## src/common/riscv_config.svh

```systemverilog
//////////////////////////////////////////////////
// Fixed by the RV32I subset. Changing these does
// not resize opcode fields or the instruction word
//////////////////////////////////////////////////

`ifndef RISCV_CONFIG_SVH
`define RISCV_CONFIG_SVH

// Integer register and datapath width
`define RV_XLEN     32

// Architectural registers, x0 hardwired to zero
`define RV_REG_CNT  32

// First fetch address after reset
`define RV_PC_INIT  32'h0000_0200

`endif

```

## src/common/riscv_pkg.sv

```systemverilog
//////////////////////////////////////////////////
// RV32I subset encodings and decode views only
//////////////////////////////////////////////////

`default_nettype none

package riscv_pkg;

  // Major opcodes, instr[6:0]
  localparam logic [6:0] opc_op     = 7'b0110011;
  localparam logic [6:0] opc_op_imm = 7'b0010011;
  localparam logic [6:0] opc_lui    = 7'b0110111;
  localparam logic [6:0] opc_load   = 7'b0000011;
  localparam logic [6:0] opc_store  = 7'b0100011;
  localparam logic [6:0] opc_branch = 7'b1100011;
  localparam logic [6:0] opc_jal    = 7'b1101111;

  // ALU operations selected in decode
  typedef enum logic [2:0] {
    ALU_ADD, ALU_SUB, ALU_AND, ALU_OR, ALU_XOR, ALU_SLT, ALU_PASS_B
  } alu_op_t;

  //////////////////////////////////////////////////
  // Instruction formats, MSB first
  //////////////////////////////////////////////////
  typedef struct packed {
    logic [6:0] funct7; logic [4:0] rs2; logic [4:0] rs1;
    logic [2:0] funct3; logic [4:0] rd;  logic [6:0] opcode;
  } r_fmt_t;

  typedef struct packed {
    logic [11:0] imm; logic [4:0] rs1; logic [2:0] funct3;
    logic [4:0]  rd;  logic [6:0] opcode;
  } i_fmt_t;

  typedef struct packed {
    logic [6:0] imm11_5; logic [4:0] rs2; logic [4:0] rs1;
    logic [2:0] funct3;  logic [4:0] imm4_0; logic [6:0] opcode;
  } s_fmt_t;

  typedef struct packed {
    logic imm12; logic [5:0] imm10_5; logic [4:0] rs2; logic [4:0] rs1;
    logic [2:0] funct3; logic [3:0] imm4_1; logic imm11; logic [6:0] opcode;
  } b_fmt_t;

  typedef struct packed {
    logic [19:0] imm31_12; logic [4:0] rd; logic [6:0] opcode;
  } u_fmt_t;

  typedef struct packed {
    logic imm20; logic [9:0] imm10_1; logic imm11; logic [7:0] imm19_12;
    logic [4:0] rd; logic [6:0] opcode;
  } j_fmt_t;

  // Same 32-bit word, read per format
  typedef union packed {
    r_fmt_t r;
    i_fmt_t i;
    s_fmt_t s;
    b_fmt_t b;
    u_fmt_t u;
    j_fmt_t j;
  } instr_t;

endpackage

`default_nettype wire

```

## src/hw/decode/riscv_id.sv

```systemverilog
//////////////////////////////////////////////////
// Unsupported encodings decode with id_we low
//////////////////////////////////////////////////

`timescale 1ns/1ps
`default_nettype none
`include "riscv_config.svh"

module riscv_id (
  input  wire logic                clk,
  input  wire logic                rst,
  input  wire logic                id_load,
  input  wire logic [31:0]         if_parcel,
  input  wire logic [`RV_XLEN-1:0] if_pc,
  input  wire logic [`RV_XLEN-1:0] rf_srcv1,
  input  wire logic [`RV_XLEN-1:0] rf_srcv2,
  output      logic                id_valid,
  output      logic [`RV_XLEN-1:0] id_pc,
  output      riscv_pkg::instr_t   id_instr,
  output      logic [4:0]          rf_src1,
  output      logic [4:0]          rf_src2,
  output      logic [`RV_XLEN-1:0] id_opa,
  output      logic [`RV_XLEN-1:0] id_opb,
  output      logic [`RV_XLEN-1:0] id_imm,
  output      riscv_pkg::alu_op_t  id_alu_op,
  output      logic [4:0]          id_dst,
  output      logic                id_we
);

  logic use_imm;

  // Valid strobe one cycle after the parcel
  always_ff @(posedge clk)
  begin
    if (rst)
      id_valid <= 1'b0;
    else
      id_valid <= id_load;
  end

  // Instruction and its PC
  always_ff @(posedge clk)
  begin
    if (id_load)
    begin
      id_instr <= if_parcel;
      id_pc    <= if_pc;
    end
  end

  //////////////////////////////////////////////////
  // Field decode
  //////////////////////////////////////////////////
  always_comb
  begin
    id_imm    = '0;
    id_alu_op = riscv_pkg::ALU_ADD;
    id_we     = 1'b0;
    use_imm   = 1'b0;
    case (id_instr.r.opcode)
      riscv_pkg::opc_op:
      begin
        id_we = 1'b1;
        case (id_instr.r.funct3)
          3'b000: id_alu_op = id_instr.r.funct7[5] ? riscv_pkg::ALU_SUB : riscv_pkg::ALU_ADD;
          3'b010: id_alu_op = riscv_pkg::ALU_SLT;
          3'b100: id_alu_op = riscv_pkg::ALU_XOR;
          3'b110: id_alu_op = riscv_pkg::ALU_OR;
          3'b111: id_alu_op = riscv_pkg::ALU_AND;
          default: id_we = 1'b0;
        endcase
        // funct7 0x20 only for SUB
        if (id_instr.r.funct7 != 7'h00 &&
            !(id_instr.r.funct7 == 7'h20 && id_instr.r.funct3 == 3'b000))
          id_we = 1'b0;
      end
      riscv_pkg::opc_op_imm:
      begin
        use_imm = 1'b1;
        id_imm  = {{20{id_instr.i.imm[11]}}, id_instr.i.imm};
        id_we   = 1'b1;
        case (id_instr.i.funct3)
          3'b000: id_alu_op = riscv_pkg::ALU_ADD;
          3'b100: id_alu_op = riscv_pkg::ALU_XOR;
          3'b110: id_alu_op = riscv_pkg::ALU_OR;
          3'b111: id_alu_op = riscv_pkg::ALU_AND;
          default: id_we = 1'b0;
        endcase
      end
      riscv_pkg::opc_lui:
      begin
        use_imm   = 1'b1;
        id_imm    = {id_instr.u.imm31_12, 12'h000};
        id_alu_op = riscv_pkg::ALU_PASS_B;
        id_we     = 1'b1;
      end
      riscv_pkg::opc_load:
      begin
        // LW only
        use_imm = 1'b1;
        id_imm  = {{20{id_instr.i.imm[11]}}, id_instr.i.imm};
        id_we   = (id_instr.i.funct3 == 3'b010);
      end
      // Store keeps rs2 on B as write data
      riscv_pkg::opc_store:
        id_imm = {{20{id_instr.s.imm11_5[6]}}, id_instr.s.imm11_5, id_instr.s.imm4_0};
      riscv_pkg::opc_jal:
        id_we = 1'b1;
      default: ;
    endcase
  end

  // Register read and operand select
  assign rf_src1 = id_instr.r.rs1;
  assign rf_src2 = id_instr.r.rs2;
  assign id_dst  = id_instr.r.rd;
  assign id_opa  = rf_srcv1;
  assign id_opb  = use_imm ? id_imm : rf_srcv2;

endmodule

`default_nettype wire

```

## src/hw/decode/riscv_rf.sv

```systemverilog
//////////////////////////////////////////////////
// No reset on contents. x0 always reads zero
//////////////////////////////////////////////////

`timescale 1ns/1ps
`default_nettype none
`include "riscv_config.svh"

module riscv_rf (
  input  wire logic                          clk,
  input  wire logic [$clog2(`RV_REG_CNT)-1:0] rf_src1,
  input  wire logic [$clog2(`RV_REG_CNT)-1:0] rf_src2,
  input  wire logic [$clog2(`RV_REG_CNT)-1:0] dbg_addr,
  input  wire logic [$clog2(`RV_REG_CNT)-1:0] rf_dst,
  input  wire logic [`RV_XLEN-1:0]           rf_dstv,
  input  wire logic                          rf_we,
  output      logic [`RV_XLEN-1:0]           rf_srcv1,
  output      logic [`RV_XLEN-1:0]           rf_srcv2,
  output      logic [`RV_XLEN-1:0]           dbg_dato
);

  logic [`RV_XLEN-1:0] regs [`RV_REG_CNT];

  // Single write port, x0 writes dropped
  always_ff @(posedge clk)
  begin
    if (rf_we && (rf_dst != '0))
      regs[rf_dst] <= rf_dstv;
  end

  // Operand reads
  assign rf_srcv1 = (rf_src1 == '0) ? '0 : regs[rf_src1];
  assign rf_srcv2 = (rf_src2 == '0) ? '0 : regs[rf_src2];

  // Debug read, same rule for x0
  assign dbg_dato = (dbg_addr == '0) ? '0 : regs[dbg_addr];

  // Write-back must present a known destination
  a_dst_known: assert property (@(posedge clk) rf_we |-> !$isunknown(rf_dst));

endmodule

`default_nettype wire

```

## src/hw/execute/riscv_alu.sv

```systemverilog
//////////////////////////////////////////////////
// Purely combinational. SLT is signed only
//////////////////////////////////////////////////

`timescale 1ns/1ps
`default_nettype none
`include "riscv_config.svh"

module riscv_alu (
  input  wire logic [`RV_XLEN-1:0] id_opa,
  input  wire logic [`RV_XLEN-1:0] id_opb,
  input  wire riscv_pkg::alu_op_t  id_alu_op,
  input  wire logic [`RV_XLEN-1:0] id_imm,
  output      logic [`RV_XLEN-1:0] ex_r,
  output      logic [`RV_XLEN-1:0] ex_memadr
);

  //////////////////////////////////////////////////
  // Result
  //////////////////////////////////////////////////
  always_comb
  begin
    case (id_alu_op)
      riscv_pkg::ALU_ADD:    ex_r = id_opa + id_opb;
      riscv_pkg::ALU_SUB:    ex_r = id_opa - id_opb;
      riscv_pkg::ALU_AND:    ex_r = id_opa & id_opb;
      riscv_pkg::ALU_OR:     ex_r = id_opa | id_opb;
      riscv_pkg::ALU_XOR:    ex_r = id_opa ^ id_opb;
      // Signed compare, zero-extended flag
      riscv_pkg::ALU_SLT:
        ex_r = {{(`RV_XLEN-1){1'b0}}, $signed(id_opa) < $signed(id_opb)};
      // LUI passes the shifted immediate
      riscv_pkg::ALU_PASS_B: ex_r = id_opb;
      default:               ex_r = id_opa + id_opb;
    endcase
  end

  //////////////////////////////////////////////////
  // Load/store address
  //////////////////////////////////////////////////
  // Own adder, so opb stays free for store data
  assign ex_memadr = id_opa + id_imm;

endmodule

`default_nettype wire

```

## src/hw/execute/riscv_bu.sv

```systemverilog
//////////////////////////////////////////////////
// BEQ, BNE and JAL only. No prediction
//////////////////////////////////////////////////

`timescale 1ns/1ps
`default_nettype none
`include "riscv_config.svh"

module riscv_bu (
  input  wire riscv_pkg::instr_t   id_instr,
  input  wire logic [`RV_XLEN-1:0] id_pc,
  input  wire logic [`RV_XLEN-1:0] id_opa,
  input  wire logic [`RV_XLEN-1:0] id_opb,
  output      logic                bu_taken,
  output      logic [`RV_XLEN-1:0] bu_target
);

  logic [`RV_XLEN-1:0] b_imm;
  logic [`RV_XLEN-1:0] j_imm;
  logic                is_branch;
  logic                is_jal;

  // PC-relative offsets, bit 0 always zero
  assign b_imm = {{20{id_instr.b.imm12}}, id_instr.b.imm11, id_instr.b.imm10_5,
                  id_instr.b.imm4_1, 1'b0};
  assign j_imm = {{12{id_instr.j.imm20}}, id_instr.j.imm19_12, id_instr.j.imm11,
                  id_instr.j.imm10_1, 1'b0};

  assign is_branch = (id_instr.b.opcode == riscv_pkg::opc_branch);
  assign is_jal    = (id_instr.j.opcode == riscv_pkg::opc_jal);

  // funct3 000 is BEQ, 001 is BNE, rest never taken
  assign bu_taken  = is_jal ||
                     (is_branch && id_instr.b.funct3 == 3'b000 && id_opa == id_opb) ||
                     (is_branch && id_instr.b.funct3 == 3'b001 && id_opa != id_opb);

  assign bu_target = id_pc + (is_jal ? j_imm : b_imm);

endmodule

`default_nettype wire

```

## src/hw/fetch/riscv_if.sv

```systemverilog
//////////////////////////////////////////////////
// One instruction in flight. A new fetch starts
// only after retirement, and not under dbg_stall
//////////////////////////////////////////////////

`timescale 1ns/1ps
`default_nettype none
`include "riscv_config.svh"

module riscv_if (
  input  wire logic               clk,
  input  wire logic               rst,
  input  wire logic               if_parcel_valid,
  input  wire logic               wb_done,
  input  wire logic [`RV_XLEN-1:0] wb_nxt_pc,
  input  wire logic               dbg_stall,
  output      logic [`RV_XLEN-1:0] if_nxt_pc,
  output      logic               if_req,
  output      logic               id_load,
  output      logic [`RV_XLEN-1:0] if_pc
);

  // Sequencer states
  localparam logic [1:0] S_REQ         = 2'd0;
  localparam logic [1:0] S_WAIT_PARCEL = 2'd1;
  localparam logic [1:0] S_WAIT_RETIRE = 2'd2;

  logic [1:0]          state;
  logic [`RV_XLEN-1:0] pc;

  //////////////////////////////////////////////////
  // PC and request sequencing
  //////////////////////////////////////////////////
  always_ff @(posedge clk)
  begin
    if (rst)
    begin
      state  <= S_REQ;
      if_req <= 1'b0;
      pc     <= `RV_PC_INIT;
    end
    else
    begin
      // Request is a single-cycle strobe
      if_req <= 1'b0;
      case (state)
        S_REQ:
          if (!dbg_stall)
          begin
            if_req <= 1'b1;
            state  <= S_WAIT_PARCEL;
          end
        S_WAIT_PARCEL:
          if (if_parcel_valid)
            state <= S_WAIT_RETIRE;
        default:
          if (wb_done)
          begin
            pc <= wb_nxt_pc;
            // Stall parks in S_REQ until released
            if (dbg_stall)
              state <= S_REQ;
            else
            begin
              if_req <= 1'b1;
              state  <= S_WAIT_PARCEL;
            end
          end
      endcase
    end
  end

  // Address held from request to parcel
  assign if_nxt_pc = pc;
  assign if_pc     = pc;
  assign id_load   = if_parcel_valid && (state == S_WAIT_PARCEL);

  // Memory must not return a parcel that was never requested
  a_parcel_when_waiting: assert property (
    @(posedge clk) disable iff (rst) if_parcel_valid |-> state == S_WAIT_PARCEL);

endmodule

`default_nettype wire

```

## src/hw/riscv_core.sv

```systemverilog
//////////////////////////////////////////////////
// Non-pipelined RV32I subset. Debug port is
// register read plus fetch stall only
//////////////////////////////////////////////////

`timescale 1ns/1ps
`default_nettype none
`include "riscv_config.svh"

module riscv_core (
  input  wire logic                clk,
  input  wire logic                rst,

  // Instruction fetch bus
  output      logic [`RV_XLEN-1:0] if_nxt_pc,
  output      logic                if_req,
  input  wire logic [31:0]         if_parcel,
  input  wire logic                if_parcel_valid,

  // Data memory bus
  output      logic [`RV_XLEN-1:0] dmem_adr,
  output      logic [`RV_XLEN-1:0] dmem_d,
  input  wire logic [`RV_XLEN-1:0] dmem_q,
  output      logic                dmem_we,
  output      logic                dmem_req,
  input  wire logic                dmem_ack,

  // Debug
  input  wire logic                dbg_stall,
  input  wire logic [4:0]          dbg_addr,
  output      logic [`RV_XLEN-1:0] dbg_dato
);

  //////////////////////////////////////////////////
  // Inter-unit wires
  //////////////////////////////////////////////////
  // Fetch to decode
  logic                id_load;
  logic [`RV_XLEN-1:0] if_pc;

  // Decode outputs
  logic                id_valid;
  logic                id_we;
  logic [`RV_XLEN-1:0] id_pc;
  logic [`RV_XLEN-1:0] id_opa;
  logic [`RV_XLEN-1:0] id_opb;
  logic [`RV_XLEN-1:0] id_imm;
  logic [4:0]          id_dst;
  riscv_pkg::instr_t   id_instr;
  riscv_pkg::alu_op_t  id_alu_op;

  // Register file ports
  logic [4:0]          rf_src1;
  logic [4:0]          rf_src2;
  logic [4:0]          rf_dst;
  logic [`RV_XLEN-1:0] rf_srcv1;
  logic [`RV_XLEN-1:0] rf_srcv2;
  logic [`RV_XLEN-1:0] rf_dstv;
  logic                rf_we;

  // Execute results
  logic [`RV_XLEN-1:0] ex_r;
  logic [`RV_XLEN-1:0] ex_memadr;
  logic                bu_taken;
  logic [`RV_XLEN-1:0] bu_target;

  // Retirement back to fetch
  logic                wb_done;
  logic [`RV_XLEN-1:0] wb_nxt_pc;

  //////////////////////////////////////////////////
  // Units
  //////////////////////////////////////////////////
  riscv_if  if_unit  (.*);
  riscv_id  id_unit  (.*);
  riscv_rf  int_rf   (.*);

  // ALU and branch unit side by side
  riscv_alu alu_unit (.*);
  riscv_bu  bu_unit  (.*);

  // Combines both, owns the data bus
  riscv_wb  wb_unit  (.*);

endmodule

`default_nettype wire

```

## src/hw/riscv_wb.sv

```systemverilog
//////////////////////////////////////////////////
// Word access only. dmem signals held until ack
//////////////////////////////////////////////////

`timescale 1ns/1ps
`default_nettype none
`include "riscv_config.svh"

module riscv_wb (
  input  wire logic                clk,
  input  wire logic                rst,
  input  wire logic                id_valid,
  input  wire riscv_pkg::instr_t   id_instr,
  input  wire logic [`RV_XLEN-1:0] id_pc,
  input  wire logic [4:0]          id_dst,
  input  wire logic                id_we,
  input  wire logic [`RV_XLEN-1:0] id_opb,
  input  wire logic [`RV_XLEN-1:0] ex_r,
  input  wire logic [`RV_XLEN-1:0] ex_memadr,
  input  wire logic                bu_taken,
  input  wire logic [`RV_XLEN-1:0] bu_target,
  input  wire logic [`RV_XLEN-1:0] dmem_q,
  input  wire logic                dmem_ack,
  output      logic [`RV_XLEN-1:0] dmem_adr,
  output      logic [`RV_XLEN-1:0] dmem_d,
  output      logic                dmem_we,
  output      logic                dmem_req,
  output      logic [4:0]          rf_dst,
  output      logic [`RV_XLEN-1:0] rf_dstv,
  output      logic                rf_we,
  output      logic                wb_done,
  output      logic [`RV_XLEN-1:0] wb_nxt_pc
);

  logic                is_lw;
  logic                is_sw;
  logic [`RV_XLEN-1:0] pc_plus4;

  assign is_lw    = (id_instr.i.opcode == riscv_pkg::opc_load) &&
                    (id_instr.i.funct3 == 3'b010);
  assign is_sw    = (id_instr.s.opcode == riscv_pkg::opc_store) &&
                    (id_instr.s.funct3 == 3'b010);
  assign pc_plus4 = id_pc + 'd4;

  //////////////////////////////////////////////////
  // Retire and memory request control
  //////////////////////////////////////////////////
  always_ff @(posedge clk)
  begin
    if (rst)
    begin
      dmem_req <= 1'b0;
      dmem_we  <= 1'b0;
      rf_we    <= 1'b0;
      wb_done  <= 1'b0;
    end
    else
    begin
      rf_we   <= 1'b0;
      wb_done <= 1'b0;
      if (dmem_req)
      begin
        // Hold under back-pressure until ack
        if (dmem_ack)
        begin
          dmem_req <= 1'b0;
          dmem_we  <= 1'b0;
          // Only loads write the register
          rf_we    <= ~dmem_we;
          wb_done  <= 1'b1;
        end
      end
      else if (id_valid)
      begin
        if (is_lw || is_sw)
        begin
          dmem_req <= 1'b1;
          dmem_we  <= is_sw;
        end
        else
        begin
          rf_we   <= id_we;
          wb_done <= 1'b1;
        end
      end
    end
  end

  // Payload captured in the decode cycle
  always_ff @(posedge clk)
  begin
    if (id_valid)
    begin
      rf_dst    <= id_dst;
      // JAL links PC+4
      rf_dstv   <= (id_instr.j.opcode == riscv_pkg::opc_jal) ? pc_plus4 : ex_r;
      wb_nxt_pc <= bu_taken ? bu_target : pc_plus4;
      dmem_adr  <= ex_memadr;
      dmem_d    <= id_opb;
    end
    else if (dmem_req && dmem_ack)
      rf_dstv <= dmem_q;
  end

  // Request and its payload held until the memory acks
  a_req_until_ack: assert property (
    @(posedge clk) disable iff (rst)
      dmem_req && !dmem_ack |=> dmem_req && $stable(dmem_adr) && $stable(dmem_d));

endmodule

`default_nettype wire

```

## config.mk

```make
export PLATFORM = sky130hd
export DESIGN_NAME = riscv_core
export DESIGN_NICKNAME = d
export VERILOG_FILES = /design/src/common/riscv_pkg.sv /design/src/hw/decode/riscv_id.sv /design/src/hw/decode/riscv_rf.sv /design/src/hw/execute/riscv_alu.sv /design/src/hw/execute/riscv_bu.sv /design/src/hw/fetch/riscv_if.sv /design/src/hw/riscv_core.sv /design/src/hw/riscv_wb.sv
export VERILOG_INCLUDE_DIRS = /design/src /design/src/common
export SDC_FILE = /design/constraint.sdc
export NUM_CORES = 2
export LEC_CHECK = 0
export BUFFER_PORTS_ARGS = -buffer_cell sky130_fd_sc_hd__buf_4
export CORE_MARGIN = 5
export CORE_UTILIZATION = 45
export CTS_BUF_LIST = sky130_fd_sc_hd__clkbuf_16
export DETAILED_ROUTE_END_ITERATION = 10
export PLACE_DENSITY = 0.6
export SETUP_SLACK_MARGIN = 0.02
export SLEW_MARGIN = 20
export SYNTH_ARGS = -nofsm -noshare
export SYNTH_HDL_FRONTEND = slang
export SYNTH_SLANG_ARGS = --single-unit
```

## constraint.sdc

```tcl
create_clock -name clk -period 14.2 [get_ports clk]
set_clock_uncertainty 0.2 [all_clocks]
set_input_delay 1.42 -clock clk [delete_from_list [all_inputs] [get_ports clk]]
set_output_delay 1.42 -clock clk [all_outputs]
set_load 0.05 [all_outputs]
```

==> results_dict.tcl <==
set metrics [dict create \
    outcome "completed" \
    setup_viol 0 \
    seq_area_sq_um 37700 \
    syn_area_per_cell_sq_um 16.2 \
    synth_cell_types 84 \
    top_layer_used "met5" \
    dp_slack_ns 6.10 \
    clockRootBuffer "clkbuf_16" \
    netlist_instances 4485 \
    core_sq_um 161000 \
    hold_class "reg -> reg" \
    period_minus_slack_ns 8.07 \
    fp.dieArea_sq_um 170000 \
    fin_ws_ns 6.13 \
    drt_iter0_drc 6029 \
    drt_drc_violations_left 0 \
    hold_viol 0 \
    yosysWarnings 0 \
    period_share_pct 56.8 \
    worst_slew_pin_slew_ns 1.16 \
    power.density_nw_per_um2 119 \
    synth_edf_count 1221 \
    first_pass_iters 5 \
    grt_pass1_vias 46000 \
    wl_met3_mm 26.4 \
    io_buffers 204 \
    drv_cap 0 \
    synth.top_cell.area_share_pct 50.3 \
    fmax_mhz 124 \
    initial_core_util_pct 45.3 \
    clk_path_buf_depth 3 \
    cts.sinks 1271 \
    grt_pass1_wl_mm 346 \
    htree_levels 4 \
    final_cell_area_sq_um 81900 \
    critPathKind "reg -> reg" \
    critPathRequiredTime_ns 14.55 \
    synthToLayoutAreaGrowth_pct 12.4 \
    dpl.hpwl_mm 149 \
    diodes 0 \
    grt-ovfl-total 0 \
    cp-end-kind "flip-flop" \
    final_nets 4888 \
    wl_met1_mm 94.3 \
    grt_max_degree 141 \
    slew_viol_final 0 \
    die_w_microns 412 \
    track_usage_pct 28.8 \
    cts_buffers 143 \
    num-fill-cells 13300 \
    setup_tns_ns 0 \
    pin_count 205 \
    antenna_found_initial 8 \
    wl_met2_mm 114 \
    hold_buffers 0 \
    crit_path_max_fanout 84 \
    max_slew_margin_pct 21.7 \
    synthFlopType "edfxtp_1" \
    vias 46900 \
    worstSetupStartpointType "flip-flop" \
    cts_setup_buffers 0 \
    viasPerCell 6.77 \
    synthArstFlopShare_pct 0 \
    yosysTopAreaCell "edfxtp_1" \
    insertion_delay_ns 0.81 \
    vdd.ir_drop.worst_mv 0.0873 \
    wirelength_mm 246 \
    row_count 147 \
    seq_area_frac_synth_pct 51.7 \
    cp.arrival_ns 8.42 \
    dpl_cell_area_sq_um 77100 \
    yosys-top-cells-area "edfxtp_1 50%, mux4_2 30%, ha_1 2.7%, nand2_1 1.7%, a21oi_1 1.4%" \
    drive_above_1_share_pct 33.3 \
    syn-cell-area_sq_um 72800 \
    p_leak_nw 27.4 \
    gp_congestion 0.957 \
    clkTransAtPathRegs_ns 0.06 \
    rsz0062_at_grt "no" \
    ant_nets 0 \
    ys_ff_latch 1271 \
    cts_tree "yes" \
    routedWlPerCell_microns 35.5 \
    fp.dieH_microns 412 \
    multi_input_area_sq_um 33900 \
    final_util_pct 50.9 \
    cts_resized 0 \
]
## through the flow
step           total power [mW]  hold WS (ns)  cells
6_report                   9.73         0.245   6926
5_1_grt                    10.1         0.249   6926
4_1_cts                    9.76         0.237   6915
3_5_place_dp               6.16         0.239   6656
3_3_place_gp               6.16         0.237   6656
2_1_floorplan              5.58         0.220   4516
## cell type report
class,count,area share (%)
inverter,112,0.515
multi-input combinational,2800,41.4
sequential,1271,46.1
tap,2160,3.30
timing repair buffer,324,3.20
clock buffer,149,4.56
clock inverter,110,1.00
## state kept, by name, summed over array words and instances, names as in the netlist, named ones only
register and flops:
wb_unit.dmem_d 32, wb_unit.wb_done 1, int_rf.regs 1024, wb_unit.dmem_adr 32, if_unit.state 2, wb_unit.rf_dst 5, wb_unit.rf_dstv 32, wb_unit.dmem_we 1
id_unit.id_instr 32, wb_unit.rf_we 1, if_unit.if_nxt_pc 32, id_unit.id_valid 1, wb_unit.wb_nxt_pc 32, wb_unit.dmem_req 1, id_unit.id_pc 32, if_unit.if_req 1
## worst max-delay path, cell delays in order, from the launching register on
cell and delay, ns:
dfxtp_4 0.68, buf_4 0.60, buf_12 0.61, mux4_2 0.58, mux4_2 0.51, mux2i_1 0.49, o21a_1 0.25, ha_1 0.33
nor2_1 0.51, o211ai_1 0.31, a2111oi_2 0.56, a21oi_1 0.39, a2111oi_0 0.67, o22ai_1 0.21, a211oi_1 0.33, mux2i_1 0.12
a21oi_1 0.21, o2bb2ai_1 0.08
## metal layers
layer | global-route usage, % | vias to the layer above
met5 | 0 | -
met4 | 10.9 | 6
met3 | 6.33 | 497
met2 | 45.1 | 2821
met1 | 39.8 | 24600
li1 | - | 19000
## cells by family (layout without fill, tap and decap cells)
family / Yosys count / count (layout) / synth area share [%]
other: 1 / 32 / 0.00515
adders and majority gates: 162 / 162 / 2.82
DFF: 1271 / 1271 / 51.7
AOI/OAI and AO/OA: 660 / 660 / 5.94
xor gates and xnor gates: 99 / 99 / 1.19
muxes: 1046 / 1046 / 30.9
buffers and inverters: 445 / 695 / 2.36
and+or+nand+nor: 801 / 801 / 5.06
## cell usage after synthesis, types with 16 or more instances
master / number
and2_1: 19
a211oi_1: 22
nor3_1: 33
xor2_1: 33
mux4_2: 960
nand3_1: 45
a221oi_1: 21
clkbuf_1: 219
mux2i_1: 70
buf_1: 82
dfxtp_1: 50
o211ai_1: 20
o21bai_1: 26
o21a_1: 34
nand2_1: 325
buf_2: 30
a21oi_1: 206
mux2_2: 16
xnor2_1: 66
inv_1: 112
nand2b_1: 55
ha_1: 158
nand4_1: 23
edfxtp_1: 1221
nor2b_1: 28
a21o_1: 76
o21ai_0: 125
nor2_1: 192
## power breakdown
part | internal, mW | total (mW) | switching [mW]
clock network | 2.05 | 3.62 | 1.56
logic | 0.786 | 1.92 | 1.13
registers | 4.12 | 4.19 | 0.0731
## worst paths after layout
check	startpoint	endpoint	slack, ns	cells after the start
setup / recovery	flip-flop	wb_unit.rf_dstv[29]	6.13	17
hold / removal	if_unit.if_nxt_pc[23]	id_unit.id_pc[23]	0.25	0
setup reg to reg	flip-flop	wb_unit.rf_dstv[29]	6.13	17
hold reg to reg	if_unit.if_nxt_pc[23]	id_unit.id_pc[23]	0.25	0
## cells in the final DEF (no fill, tap or decap), drive strengths merged, types with 66 or more instances in the layout
cell type	synthesis	final
a21o	76	76
a21oi	207	207
buf	113	324
clkbuf	220	149
edfxtp	1221	1221
ha	158	158
inv	112	147
mux2i	70	70
mux4	960	960
nand2	325	325
nor2	192	192
o21ai	129	129
xnor2	66	66
Power figures use the tool's default switching activity.
